--- src/hw/csumPkg.sv ---
`default_nettype none

package csumPkg;

	// ones' complement word, internet header style
	localparam int wordWidth = 16;

	// one word of checksum arithmetic
	// carries operands, the accumulator, the sum and the checksum field
	typedef logic [wordWidth-1:0] csumWord;

	// carry network inside the modulo adder
	// 0 serial, 1 brent-kung, 2 sklansky
	localparam int prefixSpeed = 1;

	// negative zero
	// a header with a correct checksum field sums to this
	localparam csumWord allOnes = '1;

endpackage

`default_nettype wire

--- src/hw/cmdPkg.sv ---
`default_nettype none

package cmdPkg;

	// host command set, one per handshake
	typedef enum logic [1:0] {
		opClear   = 2'd0,  // acc back to zero
		opAdd     = 2'd1,  // acc += data
		opAddSwap = 2'd2,  // acc += data with bytes swapped, odd-aligned data
		opRead    = 2'd3   // no change, just present the results
	} cmdOp;

	// decode FSM for the four-phase req/ack handshake
	typedef enum logic [1:0] {
		idle     = 2'd0,  // waiting for req
		issue    = 2'd1,  // command captured, pulse goes out next
		waitDone = 2'd2,  // execute busy
		ackHigh  = 2'd3   // results valid, waiting for req to drop
	} hsState;

	// only one command in flight
	// the host may not raise req before it has seen ack low again
	// so no queueing is needed anywhere

endpackage

`default_nettype wire

--- src/hw/prefixAdders.sv ---
`default_nettype none

// parallel-prefix and/or network
// GO[i], PO[i] are the group generate / propagate over bits i..0
module PrefixAndOr #(
	parameter int width = 8,  // word width
	parameter int speed = 1   // 0 serial, 1 brent-kung, 2 sklansky
) (
	input  logic [width-1:0] GI,  // bitwise generate
	input  logic [width-1:0] PI,  // bitwise propagate
	output logic [width-1:0] GO,  // group generate
	output logic [width-1:0] PO   // group propagate
);

	localparam int depth = $clog2(width);  // levels of a log tree

	if (speed == 2) begin : fastPrefix
		// sklansky, depth levels, high fan-out
		logic [width-1:0] gT, pT;

		always_comb begin
			gT = GI;
			pT = PI;
			for (int l = 1; l <= depth; l++) begin
				// k is the first bit of each upper half-block
				for (int k = 1 << (l - 1); k < width; k += 1 << l) begin
					// whole upper half takes the last bit of the lower half
					for (int i = k; i < k + (1 << (l - 1)) && i < width; i++) begin
						gT[i] = gT[i] | (pT[i] & gT[k-1]);
						pT[i] = pT[i] & pT[k-1];
					end
				end
			end
		end

		assign GO = gT;
		assign PO = pT;
	end else if (speed == 1) begin : mediumPrefix
		// brent-kung, about 2*depth levels, low fan-out and few nodes
		logic [width-1:0] gT, pT;

		always_comb begin
			gT = GI;
			pT = PI;
			// up-sweep, spans of 2^l ending at bit 2^l-1, 2*2^l-1, ...
			for (int l = 1; l <= depth; l++) begin
				for (int i = (1 << l) - 1; i < width; i += 1 << l) begin
					gT[i] = gT[i] | (pT[i] & gT[i-(1<<(l-1))]);
					pT[i] = pT[i] & pT[i-(1<<(l-1))];
				end
			end
			// down-sweep fills the bits in between
			for (int l = depth - 1; l >= 1; l--) begin
				for (int i = (1 << l) + (1 << (l - 1)) - 1; i < width; i += 1 << l) begin
					gT[i] = gT[i] | (pT[i] & gT[i-(1<<(l-1))]);
					pT[i] = pT[i] & pT[i-(1<<(l-1))];
				end
			end
		end

		assign GO = gT;
		assign PO = pT;
	end else begin : slowPrefix
		// ripple chain, width-1 levels
		logic [width-1:0] gT, pT;

		always_comb begin
			gT = GI;
			pT = PI;
			for (int i = 1; i < width; i++) begin
				gT[i] = GI[i] | (PI[i] & gT[i-1]);
				pT[i] = PI[i] & pT[i-1];
			end
		end

		assign GO = gT;
		assign PO = pT;
	end

endmodule

// prefix network plus one extra level for the end-around carry
module PrefixAndOrCendaround #(
	parameter int width = 8,  // word width
	parameter int speed = 1   // passed through to the prefix network
) (
	input  logic [width-1:0] GI,
	input  logic [width-1:0] PI,  // bitwise gen/prop
	input  logic             CI,  // carry into bit 0
	output logic [width-1:0] GO,  // carries out of every bit, CI included
	output logic [width-1:0] PO,
	output logic             CO   // carry out of the msb, CI excluded
);

	logic [width-1:0] gT, pT;  // plain prefix result

	PrefixAndOr #(
		.width(width),
		.speed(speed)
	) prefix0 (
		.GI(GI),
		.PI(PI),
		.GO(gT),
		.PO(pT)
	);

	// msb carry does not depend on CI, so feeding CO back to CI is loop free
	assign CO = gT[width-1];

	// fold CI into every position, one and-or deep
	assign GO = gT | (pT & {width{CI}});
	assign PO = pT;

endmodule

// S = A + B mod (2^width - 1)
// all ones is a second zero, e.g. 0 + all ones stays all ones
module AddMod2Nm1 #(
	parameter int width = 8,  // word width
	parameter int speed = 1   // prefix network choice
) (
	input  logic [width-1:0] A,
	input  logic [width-1:0] B,  // operands
	output logic [width-1:0] S   // ones' complement sum
);

	logic [width-1:0] gI, pI;  // bitwise generate / propagate
	logic [width-1:0] hS;      // half sum
	logic [width-1:0] gO;      // carries out of each bit
	logic             cI, cO;  // end-around carry

	assign gI = A & B;
	assign pI = A | B;
	assign hS = A ^ B;

	PrefixAndOrCendaround #(
		.width(width),
		.speed(speed)
	) prefix0 (
		.GI(gI),
		.PI(pI),
		.CI(cI),
		.GO(gO),
		.PO(),   // group propagate not needed for the sum
		.CO(cO)
	);

	// msb carry wraps around into bit 0
	assign cI = cO;

	// carry into bit i is carry out of bit i-1, bit 0 gets the wrapped one
	assign S = hS ^ {gO[width-2:0], cI};

endmodule

`default_nettype wire

--- src/hw/csumDecode.sv ---
`default_nettype none

module csumDecode (
	input  logic              clk,
	input  logic              rstN,
	input  logic              req,      // host request, four-phase
	input  cmdPkg::cmdOp      op,
	input  csumPkg::csumWord  data,
	input  logic              done,     // execute finished
	output logic              issue,    // one-cycle pulse to execute
	output logic              clear,
	output logic              hold,     // read, acc unchanged
	output csumPkg::csumWord  operand,
	output logic              ack
);

	localparam int half = csumPkg::wordWidth / 2;  // byte boundary

	cmdPkg::hsState state;
	logic           start;  // command accepted this cycle

	// ack still high means the last handshake is not finished yet
	assign start = (state == cmdPkg::idle) && req && !ack;

	always_ff @(posedge clk) begin
		if (!rstN) begin
			state <= cmdPkg::idle;
			issue <= 1'b0;
			clear <= 1'b0;
			hold  <= 1'b0;
			ack   <= 1'b0;
		end else begin
			issue <= (state == cmdPkg::issue);  // pulse, state only lasts a cycle
			// high from done until one edge after req is seen low
			ack <= ((state == cmdPkg::waitDone) && done) || (state == cmdPkg::ackHigh);
			if (start) begin
				clear <= (op == cmdPkg::opClear);
				hold  <= (op == cmdPkg::opRead);
			end
			case (state)
				cmdPkg::idle: begin
					if (start) begin
						state <= cmdPkg::issue;
					end
				end
				cmdPkg::issue: begin
					state <= cmdPkg::waitDone;
				end
				cmdPkg::waitDone: begin
					if (done) begin
						state <= cmdPkg::ackHigh;
					end
				end
				cmdPkg::ackHigh: begin
					if (!req) begin
						state <= cmdPkg::idle;  // ack drops one edge later
					end
				end
				default: begin
					state <= cmdPkg::idle;
				end
			endcase
		end
	end

	// operand word, swapped for odd-aligned data
	always_ff @(posedge clk) begin
		if (start) begin
			if (op == cmdPkg::opAddSwap) begin
				operand <= {data[half-1:0], data[csumPkg::wordWidth-1:half]};
			end else begin
				operand <= data;
			end
		end
	end

endmodule

`default_nettype wire

--- src/hw/csumExecute.sv ---
`default_nettype none

module csumExecute (
	input  logic              clk,
	input  logic              rstN,
	input  logic              issue,    // command strobe from decode
	input  logic              clear,    // load zero
	input  logic              hold,     // keep acc, read command
	input  csumPkg::csumWord  operand,  // already byte-swapped if needed
	output csumPkg::csumWord  acc,      // running ones' complement sum
	output logic              done      // one cycle after issue
);

	csumPkg::csumWord sumNext;  // acc + operand, end-around carry

	// modulo 2^16-1 adder, structure picked in the package
	AddMod2Nm1 #(
		.width(csumPkg::wordWidth),
		.speed(csumPkg::prefixSpeed)
	) adder0 (
		.A(acc),
		.B(operand),
		.S(sumNext)
	);

	always_ff @(posedge clk) begin
		if (!rstN) begin
			acc  <= '0;
			done <= 1'b0;
		end else begin
			done <= issue;
			if (issue) begin
				if (clear) begin
					acc <= '0;  // positive zero
				end else if (!hold) begin
					acc <= sumNext;
				end
				// hold leaves acc as it is
			end
		end
	end

	// operand and control come from decode registers,
	// stable from the cycle before issue until the next command

endmodule

`default_nettype wire

--- src/hw/csumResult.sv ---
`default_nettype none

module csumResult (
	input  logic              clk,
	input  logic              rstN,
	input  logic              done,      // acc is final this cycle
	input  csumPkg::csumWord  acc,
	output csumPkg::csumWord  sum,       // running sum as presented
	output csumPkg::csumWord  checksum,  // value for the header field
	output logic              ok         // sum is negative zero
);

	logic verify;  // data plus its checksum summed to all ones

	assign verify = (acc == csumPkg::allOnes);

	// outputs only move on done, so they are frozen while ack is high
	always_ff @(posedge clk) begin
		if (!rstN) begin
			sum      <= '0;
			checksum <= '1;   // complement of the zero sum
			ok       <= 1'b0;
		end else if (done) begin
			sum      <= acc;
			checksum <= ~acc;  // bitwise complement
			ok       <= verify;
		end
	end

	// ack rises on the same edge these load,
	// so the host never sees stale values with ack high

endmodule

`default_nettype wire

--- src/hw/csumEngine.sv ---
`default_nettype none

module csumEngine (
	input  logic              clk,
	input  logic              rstN,
	input  logic              req,
	input  cmdPkg::cmdOp      op,
	input  csumPkg::csumWord  data,
	output logic              ack,
	output csumPkg::csumWord  sum,
	output csumPkg::csumWord  checksum,
	output logic              ok
);

	logic             issue;    // decode -> execute strobe
	logic             clear;
	logic             hold;
	csumPkg::csumWord operand;
	csumPkg::csumWord acc;      // execute -> result
	logic             done;     // back to decode and result

	// handshake and command capture
	csumDecode decode0 (
		.clk(clk),
		.rstN(rstN),
		.req(req),
		.op(op),
		.data(data),
		.done(done),
		.issue(issue),
		.clear(clear),
		.hold(hold),
		.operand(operand),
		.ack(ack)
	);

	// accumulator and modulo adder
	csumExecute execute0 (
		.clk(clk),
		.rstN(rstN),
		.issue(issue),
		.clear(clear),
		.hold(hold),
		.operand(operand),
		.acc(acc),
		.done(done)
	);

	// presented outputs
	csumResult result0 (
		.clk(clk),
		.rstN(rstN),
		.done(done),
		.acc(acc),
		.sum(sum),
		.checksum(checksum),
		.ok(ok)
	);

endmodule

`default_nettype wire

--- config.mk ---
export PLATFORM = sky130hd
export DESIGN_NAME = csumEngine
export DESIGN_NICKNAME = d
export VERILOG_FILES = /design/src/hw/csumPkg.sv /design/src/hw/cmdPkg.sv /design/src/hw/prefixAdders.sv /design/src/hw/csumDecode.sv /design/src/hw/csumExecute.sv /design/src/hw/csumResult.sv /design/src/hw/csumEngine.sv
export SDC_FILE = /design/constraint.sdc
export NUM_CORES = 1
export LEC_CHECK = 0
export BUFFER_PORTS_ARGS = -buffer_cell sky130_fd_sc_hd__buf_4
export CORE_MARGIN = 2
export CORE_UTILIZATION = 30
export DETAILED_ROUTE_END_ITERATION = 8
export GPL_ROUTABILITY_DRIVEN = 1
export GPL_TIMING_DRIVEN = 0
export PLACE_DENSITY = 0.55
export SLEW_MARGIN = 5
export SYNTH_ARGS = -nofsm -noshare
export SYNTH_HDL_FRONTEND = slang
export SYNTH_SLANG_ARGS = --single-unit
--- constraint.sdc ---
create_clock -name clk -period 3.4 [get_ports clk]
set_input_delay 0.17 -clock clk [delete_from_list [all_inputs] [get_ports clk]]
set_output_delay 0.17 -clock clk [all_outputs]
set_load 0.02 [all_outputs]
==> results.py <==
metrics = {
    "sta": {
        "period_minus_slack_ns": 2.925,
        "rsz0062_at_grt": "no",
        "hold_viol": 0,
        "worst_slack_ns": 0.4751,
        "skew_ns": 0.009831,
        "slew_viol_final": 0,
        "finalCritPeriodShare": 0.8603,
        "fmax_ghz": 0.3419,
        "setup_violations": 0,
        "setup_tns_ns": 0,
        "holdWs_ns": 0.1097,
        "relSlewSlack": 0.2377,
        "worst_pin_slew_ns": 1.133,
    },
    "clocking": {
        "root_buffer": "clkbuf_16",
        "clk_latency_ns": 0.34,
        "cts_sinks": 72,
        "post_cts_buffers": 0,
        "clockBufferDepth": 2,
        "postCtsHoldBufs": 0,
        "clk_pin_slew_ns": 0.06,
        "cts_resized": 0,
        "cts_buffers": 9,
        "htreeDepth": 3,
        "cts_tree": "yes",
    },
    "logic_synthesis": {
        "avgSynthCellArea_sq_um": 8.486,
        "async_flop_share": 0,
        "yosysSeqAreaShare": 0.4103,
        "synth_edf_count": 16,
        "ys_types": 49,
        "ys_seq_elements": 72,
        "ys.flop_type": "dfxtp_1",
        "synth_area_leader_cell": "dfxtp_1",
        "netlist_top_cells_area": "dfxtp_1 (29%), edfxtp_1 (12%), ha_1 (12%)",
        "yosysTopAreaCellShare": 0.2872,
        "syn_inst": 460,
        "synth_nets": 519,
        "syn-cell-area_sq_um": 3904,
        "synth_warnings": 0,
    },
    "final_layout": {
        "drive_above_1_share": 0.1531,
        "finalNonFillerCells": 701,
        "filler_cell_count": 1311,
        "area_delta_synth_final_pct": 23.75,
        "n_antenna_cell": 0,
        "final_nets": 583,
        "final_util": 0.3813,
        "fin_area_sq_um": 4831,
    },
    "setup_path": {
        "cp-start-kind": "flip-flop",
        "slowest_stage": "a2111oi_4",
        "path_common_cell": "nor2b_1",
        "arrival_ns": 3.15,
        "r2r_start": "decode0.operand[8]",
        "path_cells": "ha_1 > nor2b_1 > o21ai_0 > nand2_1 > a2111oi_4 > inv_1 > fa_1 > xor2_1 > a22oi_1 > nor2b_1",
        "crit_type": "flip-flop to flip-flop",
        "end_kind": "flip-flop",
        "r2r-end": "execute0.acc[1]",
        "timing.critical_path.from": "decode0.operand[8]",
        "reg2reg_setup_slack_ns": 0.48,
        "cp.required_ns": 3.62,
        "worst-r2r-cell-count": 10,
        "worstPathMaxFanout": 6,
        "max_stage_delay_ns": 0.64,
    },
    "power_and_ir_drop": {
        "powerDensity_nw_per_um2": 587.9,
        "total_power_mw": 2.840,
        "p_leak_nw": 2.000,
        "peakVddDrop_mv": 0.2932,
    },
    "floorplanning": {
        "die_area_sq_um": 13940,
        "core_sq_um": 12670,
        "start_util": 0.3081,
        "die_h_microns": 118.1,
        "rows": 41,
        "die_w_microns": 118.1,
        "ios": 55,
    },
    "place": {
        "dp_cells": 685,
        "dp_hpwl_microns": 7096,
        "place.gp.congestion": 0.7813,
        "placement.io_buffers": 53,
        "pre_cts_ws_ns": 0.4774,
        "place_area_sq_um": 4517,
    },
    "detailed_routing": {
        "viasPerCell": 4.599,
        "wl_per_cell_microns": 12.93,
        "firstDrtPassIters": 4,
        "wl_microns": 9064,
        "drcViolationCount": 0,
        "ant_nets": 0,
        "detail_route.iter0.violations": 121,
        "vias": 3224,
    },
    "grt": {
        "grt_max_degree": 18,
        "antenna_found_initial": 0,
        "grt_first_pass_wirelength_microns": 14710,
        "grtUsageTotal": 0.1327,
        "grt_pass1_vias": 3076,
        "grt_overflow_total": 0,
    },
    "hold_path": {
        "holdPathEnd": "decode0.operand[13]",
        "hold_path_depth": 3,
        "hp-start": "data[5]",
        "holdCritPathClass": "primary input to flip-flop",
    },
    "flow_run": {
        "drv_cap": 0,
    },
    "run_status": {
        "status": "complete, no violations",
    },
}
## kinds of logic after synthesis
logic type / after synthesis / synth area share
buf+inv: 62 / 0.06218
flops: 72 / 0.4103
xor+xnor: 12 / 0.02692
mux: 4 / 0.01026
simple gates: 180 / 0.2064
compound gates: 92 / 0.1603
fa+ha+maj: 38 / 0.1237
## Yosys cell counts, types with 3 or more instances
cell type  instances
nor4_1             4
o21ai_0           31
o31ai_1            3
nor2b_1           10
ha_1              37
nand2_1          120
a21boi_0          17
xnor2_1           10
and2_1             5
nor3_1             8
clkbuf_1          15
dfxtp_1           56
nand4_1            4
nand2b_1           4
a21oi_1           17
edfxtp_1          16
mux2i_1            4
inv_1             45
nor2_1            13
nor3b_1            3
o21ai_1            4
## worst max path at each step
stage                      end  cells past startpoint
2_1_floorplan  execute0.acc[1]                     10
3_3_place_gp   execute0.acc[1]                     10
3_5_place_dp   execute0.acc[1]                     10
4_1_cts        execute0.acc[1]                     10
5_1_grt        execute0.acc[8]                      8
6_report       execute0.acc[1]                     10
## cells in the final DEF, fill, tap and decap left out, types with 4 or more instances in the layout
cell type,Yosys,layout
nand2_1,120,120
inv_1,45,45
ha_1,37,37
clkbuf_16,0,9
edfxtp_1,16,16
nor2_1,13,13
nor4_1,4,4
mux2i_1,4,4
a21boi_0,17,17
o21ai_0,31,31
and2_1,5,5
clkbuf_1,15,15
xnor2_1,10,10
o21ai_1,4,4
nor2b_1,10,10
nand4_1,4,4
buf_4,0,53
nor3_1,8,8
a21oi_1,17,17
dfxtp_1,56,56
nand2b_1,4,4
## routing by layer
metal | GRT usage | part of all wire | vias to the layer above
li1 | - | - | 1655
met5 | 0 | 0 | -
met1 | 0.1700 | 0.48 | 1487
met4 | 0.06928 | 0.030 | 0
met3 | 0.03295 | 0.039 | 19
met2 | 0.2056 | 0.45 | 63
## report_power, final
group          internal, mW  switching (mW)
Clock                 0.613           0.373
Combinational         0.307           0.435
Sequential            0.996           0.115
## worst max-delay path, delay by kind of cell, from the launching register on
kind                       cells  cell delay [ns]
xor gates and xnor gates       1             0.17
buffers and inverters          1             0.13
DFF                            1             0.42
adders and majority gates      2             0.68
AOI/OAI and AO/OA              3             0.99
and+or+nand+nor                3             0.42
## state kept, by name, indices dropped and copies added (netlist names)
| register | flops |
|---|---|
| result0.ok | 1 |
| execute0.acc | 16 |
| decode0.state | 2 |
| decode0.operand | 16 |
| result0.sum | 16 |
| result0.checksum | 16 |
| decode0.ack | 1 |
| decode0.hold | 1 |
| execute0.done | 1 |
| decode0.clear | 1 |
| decode0.issue | 1 |
## final cells by class
type                            instances  area (sq um)  area share
Inverter                               46         172.7     0.03574
Timing Repair Buffer                   53         397.9     0.08236
Sequential cell                        72          1602      0.3315
Clock inverter                          5         61.31     0.01269
Tap cell                              172         215.2     0.04455
Buffer                                 16         70.07     0.01450
Multi-Input combinational cell        326          2059      0.4263
Clock buffer                           11         252.7     0.05232
No activity file was read; power rests on OpenSTA's default activity.
